$ cat src/common/ctrl_defs.svh
`ifndef CTRL_DEFS_SVH
`define CTRL_DEFS_SVH

////////////////////////////////////////////////////////////////////////////
// csr addresses
////////////////////////////////////////////////////////////////////////////

`define CSR_CRMD    14'h000
`define CSR_ECFG    14'h004
`define CSR_ESTAT   14'h005
`define CSR_ERA     14'h006
`define CSR_EENTRY  14'h00c

////////////////////////////////////////////////////////////////////////////
// exception causes
////////////////////////////////////////////////////////////////////////////

`define EXC_NOP     6'h3f       // no exception.
`define EXC_SLOTS   6           // cause slots per instruction.

////////////////////////////////////////////////////////////////////////////
// pause vector
////////////////////////////////////////////////////////////////////////////

// slots: pc, icache, ibuf, id, dispatch, ex, mem, wb
`define PAUSE_W     8
`define PAUSE_IBUF  2           // ibuf slot.

`endif

$ cat src/common/pipe_pkg.sv
`include "ctrl_defs.svh"

package pipe_pkg;

    // stall requests raised by the stages
    typedef struct packed {
        logic pause_if;
        logic pause_id;
        logic pause_dispatch;
        logic pause_ex;
        logic pause_mem;
    } pause_t;

    ////////////////////////////////////////////////////////////////////////////
    // memory-stage record of the oldest instruction
    ////////////////////////////////////////////////////////////////////////////

    typedef struct packed {
        logic [31:0]                  pc;
        logic [`EXC_SLOTS-1:0]        is_exception;    // one flag per slot.
        logic [`EXC_SLOTS-1:0][5:0]   exception_cause;
        logic [31:0]                  exception_addr;
        logic                         is_ertn;
        logic                         is_idle;
    } mem_ctrl_t;

    ////////////////////////////////////////////////////////////////////////////
    // control outputs
    ////////////////////////////////////////////////////////////////////////////

    typedef struct packed {
        logic                exception_flush;
        logic [`PAUSE_W-1:0] pause;           // thermometer, bit 0 is pc.
    } ctrl_t;

    typedef struct packed {
        logic [31:0] exception_new_pc;
        logic        is_interrupt;
    } ctrl_pc_t;

endpackage

$ cat src/common/csr_pkg.sv
package csr_pkg;

    // write-back csr write, also forwarded to the control logic
    typedef struct packed {
        logic        csr_write_en;
        logic [13:0] csr_write_addr;
        logic [31:0] csr_write_data;
    } csr_push_forward_t;

    ////////////////////////////////////////////////////////////////////////////
    // write word layouts
    ////////////////////////////////////////////////////////////////////////////

    typedef struct packed {
        logic [27:0] rsvd;
        logic        pie;
        logic        ie;
        logic [1:0]  plv;
    } crmd_word_t;

    typedef struct packed {
        logic [18:0] rsvd;
        logic [12:0] bits;    // bit 10 reserved.
    } intr_word_t;

    typedef union packed {
        crmd_word_t crmd;
        intr_word_t intr;
    } csr_word_u;

    ////////////////////////////////////////////////////////////////////////////
    // csr view and exception report
    ////////////////////////////////////////////////////////////////////////////

    typedef struct packed {
        logic [31:0] era_pc;
        logic [31:0] eentry_va;
        logic [11:0] ecfg_lie;    // bit 10 dropped.
        logic [11:0] estat_is;    // bit 10 dropped.
        logic        crmd_ie;
    } csr_view_t;

    typedef struct packed {
        logic        is_exception;
        logic        is_ertn;
        logic [5:0]  exception_cause;
        logic [31:0] exception_pc;
        logic [31:0] exception_addr;
    } exc_report_t;

    // 13-bit interrupt field to the 12-bit packing and back
    function automatic logic [11:0] pack_int(input logic [12:0] bits);
        return {bits[12:11], bits[9:0]};
    endfunction

    function automatic logic [12:0] unpack_int(input logic [11:0] packed_bits);
        return {packed_bits[11:10], 1'b0, packed_bits[9:0]};
    endfunction

endpackage

$ cat src/csr/csr_regs.sv
`timescale 1ns/1ps
`include "ctrl_defs.svh"

module csr_regs (
    input  logic                       clk,
    input  logic                       arst_n_i,
    input  csr_pkg::csr_push_forward_t wb_push_i,
    input  csr_pkg::exc_report_t       exc_report_i,
    input  logic [7:0]                 int_lines_i,
    input  logic [13:0]                rd_addr_i,
    output logic [31:0]                rd_data_o,
    output csr_pkg::csr_view_t         csr_view_o
);
    import csr_pkg::*;

    logic [1:0]  crmd_plv;
    logic        crmd_ie;
    logic        crmd_pie;
    logic [11:0] ecfg_lie;
    logic [11:0] estat_is;
    logic [5:0]  estat_ecode;
    logic [31:0] era_pc;
    logic [31:0] eentry_va;

    csr_word_u   wr_word;
    logic [11:0] wr_int;
    logic        wr_crmd;
    logic        wr_ecfg;
    logic        wr_estat;
    logic        wr_era;
    logic        wr_eentry;

    ////////////////////////////////////////////////////////////////////////////
    // write decode
    ////////////////////////////////////////////////////////////////////////////

    assign wr_word = wb_push_i.csr_write_data;
    assign wr_int  = pack_int(wr_word.intr.bits);

    assign wr_crmd   = wb_push_i.csr_write_en && (wb_push_i.csr_write_addr == `CSR_CRMD);
    assign wr_ecfg   = wb_push_i.csr_write_en && (wb_push_i.csr_write_addr == `CSR_ECFG);
    assign wr_estat  = wb_push_i.csr_write_en && (wb_push_i.csr_write_addr == `CSR_ESTAT);
    assign wr_era    = wb_push_i.csr_write_en && (wb_push_i.csr_write_addr == `CSR_ERA);
    assign wr_eentry = wb_push_i.csr_write_en && (wb_push_i.csr_write_addr == `CSR_EENTRY);

    ////////////////////////////////////////////////////////////////////////////
    // storage
    ////////////////////////////////////////////////////////////////////////////

    always_ff @(posedge clk or negedge arst_n_i) begin
        if (!arst_n_i) begin
            crmd_plv <= 2'b00;
            crmd_ie  <= 1'b0;
            crmd_pie <= 1'b0;
        end else if (exc_report_i.is_exception) begin
            crmd_pie <= crmd_ie;                // save and mask.
            crmd_ie  <= 1'b0;
        end else if (exc_report_i.is_ertn) begin
            crmd_ie  <= crmd_pie;
        end else if (wr_crmd) begin
            crmd_plv <= wr_word.crmd.plv;
            crmd_ie  <= wr_word.crmd.ie;
            crmd_pie <= wr_word.crmd.pie;
        end
    end

    always_ff @(posedge clk or negedge arst_n_i) begin
        if (!arst_n_i) begin
            era_pc <= '0;
        end else if (exc_report_i.is_exception) begin
            era_pc <= exc_report_i.exception_pc;
        end else if (wr_era) begin
            era_pc <= wb_push_i.csr_write_data;
        end
    end

    always_ff @(posedge clk or negedge arst_n_i) begin
        if (!arst_n_i) begin
            ecfg_lie  <= '0;
            eentry_va <= '0;
        end else begin
            if (wr_ecfg) begin
                ecfg_lie <= wr_int;
            end
            if (wr_eentry) begin
                eentry_va <= wb_push_i.csr_write_data;
            end
        end
    end

    // hardware lines land in is[9:2], software owns the rest
    always_ff @(posedge clk or negedge arst_n_i) begin
        if (!arst_n_i) begin
            estat_is    <= '0;
            estat_ecode <= '0;
        end else begin
            estat_is[9:2] <= int_lines_i;
            if (wr_estat) begin
                estat_is[11:10] <= wr_int[11:10];
                estat_is[1:0]   <= wr_int[1:0];
            end
            if (exc_report_i.is_exception) begin
                estat_ecode <= exc_report_i.exception_cause;
            end
        end
    end

    ////////////////////////////////////////////////////////////////////////////
    // read port and view
    ////////////////////////////////////////////////////////////////////////////

    always_comb begin
        case (rd_addr_i)
            `CSR_CRMD:   rd_data_o = {28'b0, crmd_pie, crmd_ie, crmd_plv};
            `CSR_ECFG:   rd_data_o = {19'b0, unpack_int(ecfg_lie)};
            `CSR_ESTAT:  rd_data_o = {10'b0, estat_ecode, 3'b0, unpack_int(estat_is)};
            `CSR_ERA:    rd_data_o = era_pc;
            `CSR_EENTRY: rd_data_o = eentry_va;
            default:     rd_data_o = '0;         // unmodelled csrs.
        endcase
    end

    assign csr_view_o.era_pc    = era_pc;
    assign csr_view_o.eentry_va = eentry_va;
    assign csr_view_o.ecfg_lie  = ecfg_lie;
    assign csr_view_o.estat_is  = estat_is;
    assign csr_view_o.crmd_ie   = crmd_ie;

    a_exc_ertn_excl: assert property (@(posedge clk) disable iff (!arst_n_i)
        !(exc_report_i.is_exception && exc_report_i.is_ertn));

endmodule

$ cat src/ctrl/exc_ctrl.sv
`timescale 1ns/1ps
`include "ctrl_defs.svh"

module exc_ctrl (
    input  pipe_pkg::pause_t           pause_i,
    input  pipe_pkg::mem_ctrl_t        mem_i,
    input  csr_pkg::csr_push_forward_t wb_push_i,
    input  csr_pkg::csr_view_t         csr_view_i,
    input  logic                       continue_idle_i,
    output csr_pkg::exc_report_t       exc_report_o,
    output logic                       int_pending_o,
    output pipe_pkg::ctrl_t            ctrl_o,
    output pipe_pkg::ctrl_pc_t         ctrl_pc_o,
    output logic                       send_inst1_en_o
);
    import csr_pkg::*;

    csr_word_u           fwd_word;
    logic                hit_crmd;
    logic                hit_ecfg;
    logic                hit_estat;
    logic                hit_era;
    logic                hit_eentry;
    logic [31:0]         era_cur;
    logic [31:0]         eentry_cur;
    logic [11:0]         lie_cur;
    logic [11:0]         is_cur;
    logic                ie_cur;
    logic [11:0]         int_vec;
    logic [5:0]          cause;
    logic                has_cause;
    logic                pause_idle;
    logic [`PAUSE_W-1:0] pause_mask;

    ////////////////////////////////////////////////////////////////////////////
    // forwarding of the write-back write
    ////////////////////////////////////////////////////////////////////////////

    assign fwd_word = wb_push_i.csr_write_data;

    assign hit_crmd   = wb_push_i.csr_write_en && (wb_push_i.csr_write_addr == `CSR_CRMD);
    assign hit_ecfg   = wb_push_i.csr_write_en && (wb_push_i.csr_write_addr == `CSR_ECFG);
    assign hit_estat  = wb_push_i.csr_write_en && (wb_push_i.csr_write_addr == `CSR_ESTAT);
    assign hit_era    = wb_push_i.csr_write_en && (wb_push_i.csr_write_addr == `CSR_ERA);
    assign hit_eentry = wb_push_i.csr_write_en && (wb_push_i.csr_write_addr == `CSR_EENTRY);

    assign era_cur    = hit_era    ? wb_push_i.csr_write_data : csr_view_i.era_pc;
    assign eentry_cur = hit_eentry ? wb_push_i.csr_write_data : csr_view_i.eentry_va;
    assign lie_cur    = hit_ecfg   ? pack_int(fwd_word.intr.bits) : csr_view_i.ecfg_lie;
    assign is_cur     = hit_estat  ? pack_int(fwd_word.intr.bits) : csr_view_i.estat_is;
    assign ie_cur     = hit_crmd   ? fwd_word.crmd.ie : csr_view_i.crmd_ie;

    ////////////////////////////////////////////////////////////////////////////
    // interrupt, exception and redirect
    ////////////////////////////////////////////////////////////////////////////

    assign int_vec       = ie_cur ? (lie_cur & is_cur) : 12'b0;
    assign int_pending_o = |int_vec;

    // later slots win.
    always_comb begin
        cause = `EXC_NOP;
        for (int i = 0; i < `EXC_SLOTS; i++) begin
            if (mem_i.is_exception[i]) begin
                cause = mem_i.exception_cause[i];
            end
        end
    end

    assign has_cause = (mem_i.pc != 32'h0000_00fc) && (|mem_i.is_exception); // skip reset bubble.

    assign exc_report_o.is_exception    = has_cause;
    assign exc_report_o.is_ertn         = mem_i.is_ertn;
    assign exc_report_o.exception_cause = has_cause ? cause : `EXC_NOP;
    assign exc_report_o.exception_pc    = mem_i.pc;
    assign exc_report_o.exception_addr  = mem_i.exception_addr;

    assign ctrl_pc_o.exception_new_pc = mem_i.is_ertn ? era_cur : eentry_cur;
    assign ctrl_pc_o.is_interrupt     = int_pending_o;
    assign ctrl_o.exception_flush     = (|mem_i.is_exception) || mem_i.is_ertn;

    ////////////////////////////////////////////////////////////////////////////
    // pause mask
    ////////////////////////////////////////////////////////////////////////////

    assign pause_idle = mem_i.is_idle && !int_pending_o && !continue_idle_i;

    always_comb begin
        if (pause_i.pause_if) begin
            pause_mask = 'h01;
        end else if (pause_i.pause_id) begin
            pause_mask = 'h0f;
        end else if (pause_i.pause_dispatch) begin
            pause_mask = 'h1f;
        end else if (pause_i.pause_ex) begin
            pause_mask = 'h3f;
        end else if (pause_i.pause_mem || pause_idle) begin
            pause_mask = 'h7f;                  // idle holds up to mem.
        end else begin
            pause_mask = '0;
        end
    end

    assign ctrl_o.pause     = pause_mask;
    assign send_inst1_en_o  = !pause_mask[`PAUSE_IBUF];

endmodule

$ cat src/ctrl/idle_wake.sv
`timescale 1ns/1ps

module idle_wake (
    input  logic clk,
    input  logic arst_n_i,
    input  logic is_idle_i,
    input  logic int_pending_i,
    output logic continue_idle_o
);

    logic wake_q;

    // once woken, the idle stays released until it leaves mem,
    // even if the interrupt source is cleared first
    always_ff @(posedge clk or negedge arst_n_i) begin
        if (!arst_n_i) begin
            wake_q <= 1'b0;
        end else if (!is_idle_i) begin
            wake_q <= 1'b0;                 // idle gone.
        end else if (int_pending_i) begin
            wake_q <= 1'b1;
        end
    end

    assign continue_idle_o = wake_q;

endmodule

$ cat src/rtl/ctrl_unit_top.sv
`timescale 1ns/1ps

module ctrl_unit_top (
    input  logic                       clk,
    input  logic                       arst_n_i,
    input  pipe_pkg::pause_t           pause_i,
    input  pipe_pkg::mem_ctrl_t        mem_i,
    input  csr_pkg::csr_push_forward_t wb_push_i,
    input  logic [7:0]                 int_lines_i,
    input  logic [13:0]                rd_addr_i,
    output logic [31:0]                rd_data_o,
    output pipe_pkg::ctrl_t            ctrl_o,
    output pipe_pkg::ctrl_pc_t         ctrl_pc_o,
    output logic                       send_inst1_en_o
);
    import csr_pkg::*;

    csr_view_t   csr_view;
    exc_report_t exc_report;
    logic        int_pending;
    logic        continue_idle;

    csr_regs u_csr_regs (
        .clk          (clk),
        .arst_n_i     (arst_n_i),
        .wb_push_i    (wb_push_i),
        .exc_report_i (exc_report),
        .int_lines_i  (int_lines_i),
        .rd_addr_i    (rd_addr_i),
        .rd_data_o    (rd_data_o),
        .csr_view_o   (csr_view)
    );

    exc_ctrl u_exc_ctrl (
        .pause_i         (pause_i),
        .mem_i           (mem_i),
        .wb_push_i       (wb_push_i),
        .csr_view_i      (csr_view),
        .continue_idle_i (continue_idle),
        .exc_report_o    (exc_report),
        .int_pending_o   (int_pending),
        .ctrl_o          (ctrl_o),
        .ctrl_pc_o       (ctrl_pc_o),
        .send_inst1_en_o (send_inst1_en_o)
    );

    idle_wake u_idle_wake (
        .clk             (clk),
        .arst_n_i        (arst_n_i),
        .is_idle_i       (mem_i.is_idle),
        .int_pending_i   (int_pending),
        .continue_idle_o (continue_idle)
    );

endmodule

$ cat config.mk
export PLATFORM = sky130hd
export DESIGN_NAME = ctrl_unit_top
export DESIGN_NICKNAME = d
export VERILOG_FILES = /design/src/common/pipe_pkg.sv /design/src/common/csr_pkg.sv /design/src/csr/csr_regs.sv /design/src/ctrl/exc_ctrl.sv /design/src/ctrl/idle_wake.sv /design/src/rtl/ctrl_unit_top.sv
export VERILOG_INCLUDE_DIRS = /design/src /design/src/common
export SDC_FILE = /design/constraint.sdc
export NUM_CORES = 1
export LEC_CHECK = 0
export BUFFER_PORTS_ARGS = -buffer_cell sky130_fd_sc_hd__buf_4
export CAP_MARGIN = 20
export CORE_AREA = 2 2 133 135
export CTS_CLUSTER_SIZE = 20
export DETAILED_ROUTE_END_ITERATION = 16
export DIE_AREA = 0 0 135 137
export PLACE_DENSITY_LB_ADDON = 0.3
export SYNTH_ARGS = -nofsm -noshare
export SYNTH_HDL_FRONTEND = slang
export SYNTH_HIERARCHICAL = 1
export SYNTH_SLANG_ARGS = --single-unit
$ cat constraint.sdc
create_clock -name clk -period 2.7 [get_ports clk]
set_input_delay 0.135 -clock clk [delete_from_list [all_inputs] [get_ports clk]]
set_output_delay 0.135 -clock clk [all_outputs]
set_load 0.01 [all_outputs]
==> results.py, run 1 <==
metrics = {
    "status": {
        "outcome": "complete, but fails checks",
        "violations": "negative setup slack",
    },
    "finish": {
        "seqCellArea_mm2": 0.002477,
        "fillCellCount": 1546,
        "layout-drive-gt1-share_pct": 44.89,
        "area_growth_pct": 30.18,
        "nNetsFinal": 1108,
        "multiInputGateArea_mm2": 0.004319,
        "num_antenna_cells": 0,
    },
    "timing": {
        "final.setup.worst_slack_ns": -0.1351,
        "period_share_pct": 105.0,
        "rsz0062_at_grt": "true",
        "hold_ws_ns": 0.03912,
        "setup_viol": 7,
        "fin_setup_tns_ns": -0.6514,
        "fin_crit_ns": 2.835,
        "clock-skew-final_ns": 0.004070,
        "clock.fmax_mhz": 352.7,
        "maxSlewHeadroom_pct": 50.09,
        "drv_slew": 0,
        "worst_pin_slew_ns": 0.7487,
        "hold_viol_final": 0,
    },
    "power_and_ir_drop": {
        "p_per_area_mw_per_mm2": 379.8,
        "vdd_drop_max_v": 0.0003328,
        "internal-power_mw": 2.668,
        "combPwrFrac_pct": 17.5,
        "power_switching_mw": 0.9372,
        "seqPwrFrac_pct": 43.3,
        "swShare_pct": 26.00,
        "p_clk_share_pct": 39.2,
        "power_leakage_nw": 4.501,
    },
    "clocking": {
        "cts_made_buffers": 9,
        "insertion_delay_ns": 0.35,
        "cts_root_buffer": "clkbuf_16",
        "clkSinkCount": 99,
        "ctsHtreeMaxLevel": 3,
        "cts_tree": "built",
        "clk_pin_slew_ns": 0.07,
        "clk_path_buf_depth": 2,
    },
    "yosys": {
        "synth_fp_nets": 925,
        "synth.avg_cell_area_um2": 9.841,
        "netlist_instances": 741,
        "synthesis.area_mm2": 0.007292,
        "ys_warn_count": 6,
    },
    "global_routing": {
        "met1_usage_pct": 33.50,
        "grt_pass1_vias": 6494,
        "grt_pass1_wl_um": 35850,
        "grt_max_degree": 70,
        "antenna_found_initial": 0,
        "overflow": 0,
        "grt_use_met2_pct": 41.14,
        "grt_usage_pct": 24.96,
        "busiest_layer": "met2",
        "use_met3_pct": 4.852,
    },
    "route": {
        "drt-total-wl_um": 23380,
        "drt_iter0_markers": 470,
        "drcViolationCount": 0,
        "wire_per_inst_um": 20.26,
        "firstDrtPassIters": 5,
        "drt-vias-per-instance": 5.776,
        "antenna_left": 0,
        "vias": 6665,
    },
    "worst_setup_path": {
        "start_kind": "flop",
        "crit_arrival_ns": 2.70,
        "crit_fanout": 5,
        "crit_type": "reg2out",
        "end_kind": "output pin",
        "crit_required_ns": 2.57,
    },
    "floorplanning": {
        "dieArea_mm2": 0.01850,
        "core_area_mm2": 0.01706,
        "rows": 48,
        "ioPinCount": 259,
        "die_w_um": 135,
        "dieHeight_um": 137,
        "start_util_pct": 42.75,
    },
    "min_path": {
        "hp-class": "in2reg",
    },
    "placement": {
        "dp_hpwl_um": 16120,
        "gp_congestion": 0.8755,
        "io_buffers": 225,
        "dp_slack_ns": 0.004269,
    },
    "flow_run": {
        "max_cap_violations": 0,
    },
}
power groups by stage:
stage | clock (mW) | combinational, mW | sequential, mW
3_3_place_gp | 0 | 0.600 | 1.59
5_1_grt | 1.50 | 0.683 | 1.57
4_1_cts | 1.43 | 0.625 | 1.56
6_report | 1.41 | 0.629 | 1.56
3_5_place_dp | 0 | 0.608 | 1.59
2_1_floorplan | 0 | 0.277 | 1.58
flip-flops by register name, indices dropped and copies added (netlist names):
name	cells
u_csr_regs/eentry_va	32
u_csr_regs/crmd_ie	1
u_csr_regs/crmd_plv	2
u_csr_regs/era_pc	32
u_idle_wake/continue_idle_o	1
u_csr_regs/crmd_pie	1
u_csr_regs/estat_is	12
u_csr_regs/ecfg_lie	12
u_csr_regs/estat_ecode	6
layer usage:
| layer | share of wire (%) | up-vias |
|---|---|---|
| met3 | 6.7 | 39 |
| met2 | 48 | 263 |
| met1 | 44 | 3248 |
| met4 | 2.0 | 0 |
| li1 | - | 3115 |
| met5 | 0 | - |
worst paths after layout:
check | slack (ns) | startpoint | to | cells past startpoint
min in group asynchronous | 0.26 | arst_n_i | u_csr_regs/eentry_va[17] | 2
setup / recovery | -0.14 | u_csr_regs/ecfg_lie[2] | ctrl_o[1] | 8
max in group asynchronous | 1.72 | arst_n_i | u_csr_regs/ecfg_lie[8] | 3
hold reg to reg | 0.48 | u_idle_wake/continue_idle_o | u_idle_wake/continue_idle_o | 1
setup reg to reg | 0.43 | u_csr_regs/ecfg_lie[2] | u_idle_wake/continue_idle_o | 8
hold / removal | 0.04 | wb_push_i[19] | u_csr_regs/eentry_va[19] | 2
layout by cell type, fill, tap and decap left out, drive strengths merged, types with 10 or more instances in the layout:
cell and instances:
nor4 16, clkbuf 10, nor2b 34, mux2i 26, a211oi 34, a22oi 14, o21ai 26, buf 253
nor3 10, a31oi 33, o22ai 10, mux2 120, dlygate4sd3 10, nand2 94, dfrtp 99, a22o 20
o211ai 13
through the flow:
| step | utilization (%) | cell area [µm²] | power (mW) | std cells |
|---|---|---|---|---|
| after floorplan | - | 7292 | 1.855 | 741 |
| after global placement | 52.74 | 8996 | 2.189 | 1125 |
| after detailed placement | 52.74 | 8996 | 2.200 | 1125 |
| after CTS | 55.36 | 9442 | 3.620 | 1151 |
| after global routing | 55.66 | 9493 | 3.751 | 1154 |
| final | 55.66 | 9493 | 3.605 | 1154 |
cell type report:
type / count / share of cell area [%]
Multi-Input combinational cell: 546 / 45.50
Sequential cell: 99 / 26.10
Timing Repair Buffer: 263 / 21.88
Tap cell: 225 / 2.966
Clock buffer: 10 / 2.412
Clock inverter: 6 / 0.9490
Inverter: 5 / 0.1977
worst max-delay path, stage by stage (launching register included):
cell      delay [ns]
dfrtp_1         0.39
a222oi_1        0.32
nand3_1         0.15
a221oi_2        0.19
o211ai_1        0.11
or4_4           0.45
a211o_4         0.39
a21oi_4         0.20
buf_6           0.14
repair_timing:
item                                   4_1_cts  5_1_grt
pin swaps                                    8        3
endpoints found under the hold margin       39        0
hold buffers                                10        0
setup endpoints to repair                    8        8
gates resized for setup                      5        7
setup buffers                                0        3
Power figures use the tool's default switching activity.
==> run 2, diff against run 1 <==
--- a/config.mk
+++ b/config.mk
@@ -6,13 +6,15 @@
 export SDC_FILE = /design/constraint.sdc
 export NUM_CORES = 1
 export LEC_CHECK = 0
+export ABC_AREA = 1
 export BUFFER_PORTS_ARGS = -buffer_cell sky130_fd_sc_hd__buf_4
 export CAP_MARGIN = 20
-export CORE_AREA = 2 2 133 135
+export CORE_AREA = 2 2 136 138
 export CTS_CLUSTER_SIZE = 20
 export DETAILED_ROUTE_END_ITERATION = 16
-export DIE_AREA = 0 0 135 137
+export DIE_AREA = 0 0 138 140
 export PLACE_DENSITY_LB_ADDON = 0.3
+export RECOVER_POWER = 100
 export SYNTH_ARGS = -nofsm -noshare
 export SYNTH_HDL_FRONTEND = slang
 export SYNTH_HIERARCHICAL = 1
==> results.py, run 2 <==
metrics = {
    "status": {
        "outcome": "finished, final reports clean",
    },
    "timing": {
        "fin_setup_tns_ns": 0,
        "rsz0062_at_grt": "false",
        "fin_crit_ns": 2.391,
        "hold_viol_final": 0,
        "clock-skew-final_ns": 0.002111,
        "setup_viol": 0,
        "period_share_pct": 88.55,
        "final.setup.worst_slack_ns": 0.3092,
        "drv_slew": 0,
        "hold_ws_ns": 0.01261,
        "maxSlewHeadroom_pct": 18.58,
        "worst_pin_slew_ns": 1.221,
        "clock.fmax_mhz": 418.3,
    },
    "power_and_ir_drop": {
        "internal-power_mw": 2.634,
        "seqPwrFrac_pct": 43.9,
        "p_per_area_mw_per_mm2": 383.9,
        "swShare_pct": 26.10,
        "p_clk_share_pct": 39.3,
        "combPwrFrac_pct": 16.7,
        "power_leakage_nw": 4.646,
        "vdd_drop_max_v": 0.0003045,
        "power_switching_mw": 0.9304,
    },
    "clocking": {
        "cts_made_buffers": 9,
        "ctsHtreeMaxLevel": 3,
        "clk_pin_slew_ns": 0.06,
        "insertion_delay_ns": 0.35,
        "cts_tree": "built",
        "clk_path_buf_depth": 2,
        "cts-resized-gates": 0,
        "clkSinkCount": 99,
        "cts_root_buffer": "clkbuf_16",
    },
    "worst_setup_path": {
        "end_kind": "output pin",
        "crit_fanout": 21,
        "crit_arrival_ns": 2.26,
        "worstReg2RegEnd": "u_idle_wake/continue_idle_o",
        "start_kind": "primary input",
        "crit_required_ns": 2.57,
        "rrSetupSlack_ns": 1.18,
        "ff2ff_path_depth": 8,
        "crit_type": "in2out",
        "reg2reg_from": "u_csr_regs/crmd_ie",
    },
    "yosys": {
        "synthesis.area_mm2": 0.007675,
        "synth.avg_cell_area_um2": 6.750,
        "netlist_instances": 1137,
        "ys_warn_count": 6,
        "synth_fp_nets": 1321,
    },
    "route": {
        "drt-vias-per-instance": 5.407,
        "drcViolationCount": 0,
        "antenna_left": 0,
        "drt-total-wl_um": 24940,
        "drt_iter0_markers": 627,
        "wire_per_inst_um": 16.28,
        "firstDrtPassIters": 7,
        "vias": 8284,
    },
    "floorplanning": {
        "core_area_mm2": 0.01778,
        "dieArea_mm2": 0.01932,
        "rows": 49,
        "die_w_um": 138,
        "ioPinCount": 259,
        "start_util_pct": 43.17,
        "dieHeight_um": 140,
    },
    "min_path": {
        "hp-class": "in2reg",
        "hold_path_depth": 3,
        "hold_path_end": "u_idle_wake/continue_idle_o",
        "min_from": "mem_i[0]",
    },
    "global_routing": {
        "antenna_found_initial": 0,
        "grt_pass1_vias": 7870,
        "grt_pass1_wl_um": 39540,
        "grt_usage_pct": 25.08,
        "grt_max_degree": 54,
        "overflow": 0,
    },
    "placement": {
        "dp_slack_ns": 0.4676,
        "gp_congestion": 0.8943,
        "dp_hpwl_um": 18460,
        "io_buffers": 225,
        "placedCellCount": 1508,
    },
    "finish": {
        "area_growth_pct": 21.00,
        "final_cell_mix": "388 x nand2_1, 176 x buf_4, 132 x nand3_1, 99 x dfrtp_1, 91 x o21ai_0",
        "layout-drive-gt1-share_pct": 19.57,
        "nNetsFinal": 1483,
        "final_common_cell": "nand2_1",
        "fin_cells": 1532,
        "top_regs": "u_csr_regs/eentry_va (32), u_csr_regs/era_pc (32)",
        "num_antenna_cells": 0,
    },
    "flow_run": {
        "max_cap_violations": 0,
    },
}
run 2: power groups by stage:
stage,sequential (mW),clock [mW],combinational [mW]
floorplan,1.58,0,0.292
global placement,1.59,0,0.608
detailed placement,1.59,0,0.618
CTS,1.56,1.44,0.630
global route,1.57,1.48,0.662
finish,1.57,1.40,0.597
run 2: repair_timing:
| item | in CTS | in global routing |
|---|---|---|
| hold buffers | 9 | 0 |
| hold endpoints to repair | 54 | 0 |
| setup buffers | 0 | 0 |
run 2: cell type report:
cell class	instances	area, µm²
Fill cell	1844	8493
Multi-Input combinational cell	856	4184
Sequential cell	99	2477
Timing Repair Buffer	257	1737
Tap cell	229	286.5
Inverter	76	285.3
Clock buffer	11	242.7
Clock inverter	4	73.82
run 2: how the worst max path moves through the flow:
stage,start,to,cells past startpoint
finish,wb_push_i[41],ctrl_pc_o[6],8
global route,wb_push_i[41],ctrl_o[2],14
CTS,wb_push_i[41],ctrl_o[2],14
detailed placement,wb_push_i[41],ctrl_o[2],14
global placement,wb_push_i[41],ctrl_o[3],14
floorplan,wb_push_i[41],ctrl_o[2],15
run 2: worst max-delay path, stage by stage:
cell,delay [ns]
buf_4,0.11
or2_4,0.26
nor2_8,0.31
nand2_1,0.54
o21ai_0,0.37
a21oi_1,0.08
a21oi_1,0.24
clkbuf_1,0.19
run 2: metal layers:
metal,global-route usage [%],vias up,wire length [µm]
met5,0,-,0
met4,8.700,0,633
met3,5.915,44,2038
met2,41.69,391,11570
met1,32.18,3779,10700
li1,-,4070,-
run 2: stage by stage:
stage | cell area [µm²] | utilization (%) | total power, mW
detailed placement | 9178 | 51.62 | 2.210
global route | 9286 | 52.23 | 3.716
finish | 9286 | 52.23 | 3.565
global placement | 9178 | 51.62 | 2.200
floorplan | 7675 | - | 1.875
CTS | 9584 | 53.91 | 3.632
==> run 3, diff against run 2 <==
--- a/config.mk
+++ b/config.mk
@@ -6,13 +6,12 @@
 export SDC_FILE = /design/constraint.sdc
 export NUM_CORES = 1
 export LEC_CHECK = 0
-export ABC_AREA = 1
 export BUFFER_PORTS_ARGS = -buffer_cell sky130_fd_sc_hd__buf_4
 export CAP_MARGIN = 20
-export CORE_AREA = 2 2 136 138
+export CORE_AREA = 2 2 133 135
 export CTS_CLUSTER_SIZE = 20
 export DETAILED_ROUTE_END_ITERATION = 16
-export DIE_AREA = 0 0 138 140
+export DIE_AREA = 0 0 135 137
 export PLACE_DENSITY_LB_ADDON = 0.3
 export RECOVER_POWER = 100
 export SYNTH_ARGS = -nofsm -noshare
==> results.py, run 3 (synthesis results as in run 1) <==
metrics = {
    "worst_setup_path": {
        "end_kind": "output pin",
        "crit_required_ns": 2.57,
        "crit_type": "reg2out",
        "crit_arrival_ns": 2.70,
        "start_kind": "flop",
        "crit_fanout": 5,
    },
    "placement": {
        "gp_congestion": 0.8755,
        "placedCellCount": 1125,
        "dp_hpwl_um": 16120,
        "io_buffers": 225,
        "dp_slack_ns": 0.004269,
    },
    "clocking": {
        "clkSinkCount": 99,
        "ctsHtreeMaxLevel": 3,
        "cts_root_buffer": "clkbuf_16",
        "clk_path_buf_depth": 2,
        "insertion_delay_ns": 0.35,
        "cts_made_buffers": 9,
        "cts_tree": "built",
        "clk_pin_slew_ns": 0.07,
    },
    "flow_run": {
        "max_cap_violations": 1,
    },
    "route": {
        "drcViolationCount": 0,
        "drt-vias-per-instance": 5.772,
        "wl_met1_um": 10210,
        "wire_per_inst_um": 20.18,
        "routed-wl-met3_um": 1519,
        "routed-wl-met2_um": 11060,
        "maxUsedRoutingLayer": "met4",
        "vias": 6661,
        "drt_iter0_markers": 482,
        "drt-total-wl_um": 23280,
        "firstDrtPassIters": 5,
        "antenna_left": 0,
    },
    "floorplanning": {
        "die_w_um": 135,
        "core_area_mm2": 0.01706,
        "dieHeight_um": 137,
        "rows": 48,
        "ioPinCount": 259,
        "start_util_pct": 42.75,
        "dieArea_mm2": 0.01850,
    },
    "power_and_ir_drop": {
        "p_clk_share_pct": 39.2,
        "combPwrFrac_pct": 17.2,
        "vdd_drop_max_v": 0.0003308,
        "swShare_pct": 25.82,
        "seqPwrFrac_pct": 43.6,
        "internal-power_mw": 2.660,
        "power_leakage_nw": 4.276,
        "power_switching_mw": 0.9260,
        "p_per_area_mw_per_mm2": 389.5,
    },
    "status": {
        "outcome": "complete, but fails checks",
        "violations": "max-capacitance violations, max-slew violations, negative setup slack",
    },
    "timing": {
        "hold_viol_final": 0,
        "drv_slew": 32,
        "worst_pin_slew_ns": 1.736,
        "rsz0062_at_grt": "true",
        "clock.fmax_mhz": 352.7,
        "clock-skew-final_ns": 0.004751,
        "maxSlewHeadroom_pct": -15.76,
        "final.setup.worst_slack_ns": -0.1356,
        "fin_crit_ns": 2.836,
        "period_share_pct": 105.0,
        "setup_viol": 7,
    },
    "finish": {
        "nNetsFinal": 1108,
        "layout-drive-gt1-share_pct": 38.21,
        "final_common_cell": "buf_4",
        "final_cell_mix": "195 x buf_4, 99 x dfrtp_1, 94 x nand2_1, 90 x mux2_2, 34 x nor2b_1",
        "fillCellCount": 1626,
        "num_antenna_cells": 0,
        "area_growth_pct": 26.24,
        "top_regs": "u_csr_regs/eentry_va (32), u_csr_regs/era_pc (32)",
        "finish.utilization_pct": 53.97,
        "fin_cells": 1154,
    },
    "min_path": {
        "hp-class": "in2reg",
    },
    "global_routing": {
        "grt_pass1_wl_um": 35850,
        "overflow": 0,
        "grt_usage_pct": 24.96,
        "antenna_found_initial": 0,
        "grt_pass1_vias": 6494,
        "grt_max_degree": 70,
    },
}
run 3: critical path: stages (launching register included):
cell and delay [ns]:
dfrtp_1 0.39, a222oi_1 0.33, nand3_1 0.15, a221oi_2 0.19
o211ai_1 0.12, or4_4 0.45, a211o_4 0.39, a21oi_4 0.20
buf_6 0.14
run 3: path summary, 6_finish.rpt:
path,from,to,slack (ns),cells past startpoint
min in group asynchronous,arst_n_i,u_csr_regs/eentry_va[17],0.78,2
max in group asynchronous,arst_n_i,u_csr_regs/ecfg_lie[8],0.53,3
hold reg to reg,u_idle_wake/continue_idle_o,u_idle_wake/continue_idle_o,0.48,1
setup / recovery,u_csr_regs/ecfg_lie[2],ctrl_o[1],-0.14,8
hold / removal,wb_push_i[13],u_csr_regs/eentry_va[13],0.03,2
setup reg to reg,u_csr_regs/ecfg_lie[2],u_idle_wake/continue_idle_o,0.43,8
run 3: repair_timing:
item / in CTS / in global routing
pin swaps: 8 / 3
endpoints found under the hold margin: 39 / 0
hold buffers: 10 / 0
buffers inserted: 0 / 3
gates resized for setup: 5 / 7
setup endpoints to repair: 8 / 8
cloned: 0 / 0
run 3: metrics by stage:
stage	total power [mW]	cell area (µm²)	setup TNS [ns]	hold slack (ns)
global placement	2.189	8996	0	0.09872
finish	3.586	9205	-0.6710	0.02666
global route	3.740	9205	-3.078	0.01558
floorplan	1.855	7292	0	-0.1606
CTS	3.620	9442	-0.3591	0.02421
detailed placement	2.200	8996	0	0.09926
run 3: area by class of cell:
type                            instances  area, µm²  area share, %
Tap cell                              225      281.5          3.058
Clock buffer                           10      229.0          2.487
Multi-Input combinational cell        546       4199          45.62
Sequential cell                        99       2477          26.91
Clock inverter                          6      90.09         0.9787
Timing Repair Buffer                  263       1909          20.74
Inverter                                5      18.77         0.2039
run 3: power by group through the flow:
stage / Sequential, mW / Combinational (mW) / Clock, mW
2_1_floorplan: 1.58 / 0.277 / 0
3_3_place_gp: 1.59 / 0.600 / 0
3_5_place_dp: 1.59 / 0.608 / 0
4_1_cts: 1.56 / 0.625 / 1.43
5_1_grt: 1.57 / 0.672 / 1.50
6_report: 1.56 / 0.618 / 1.40
run 3: layer usage:
metal  up-vias  global-route usage, %
met1      3233                  33.50
met2       267                  41.14
met4         0                  7.118
li1       3117                      -
met3        44                  4.852
met5         -                      0
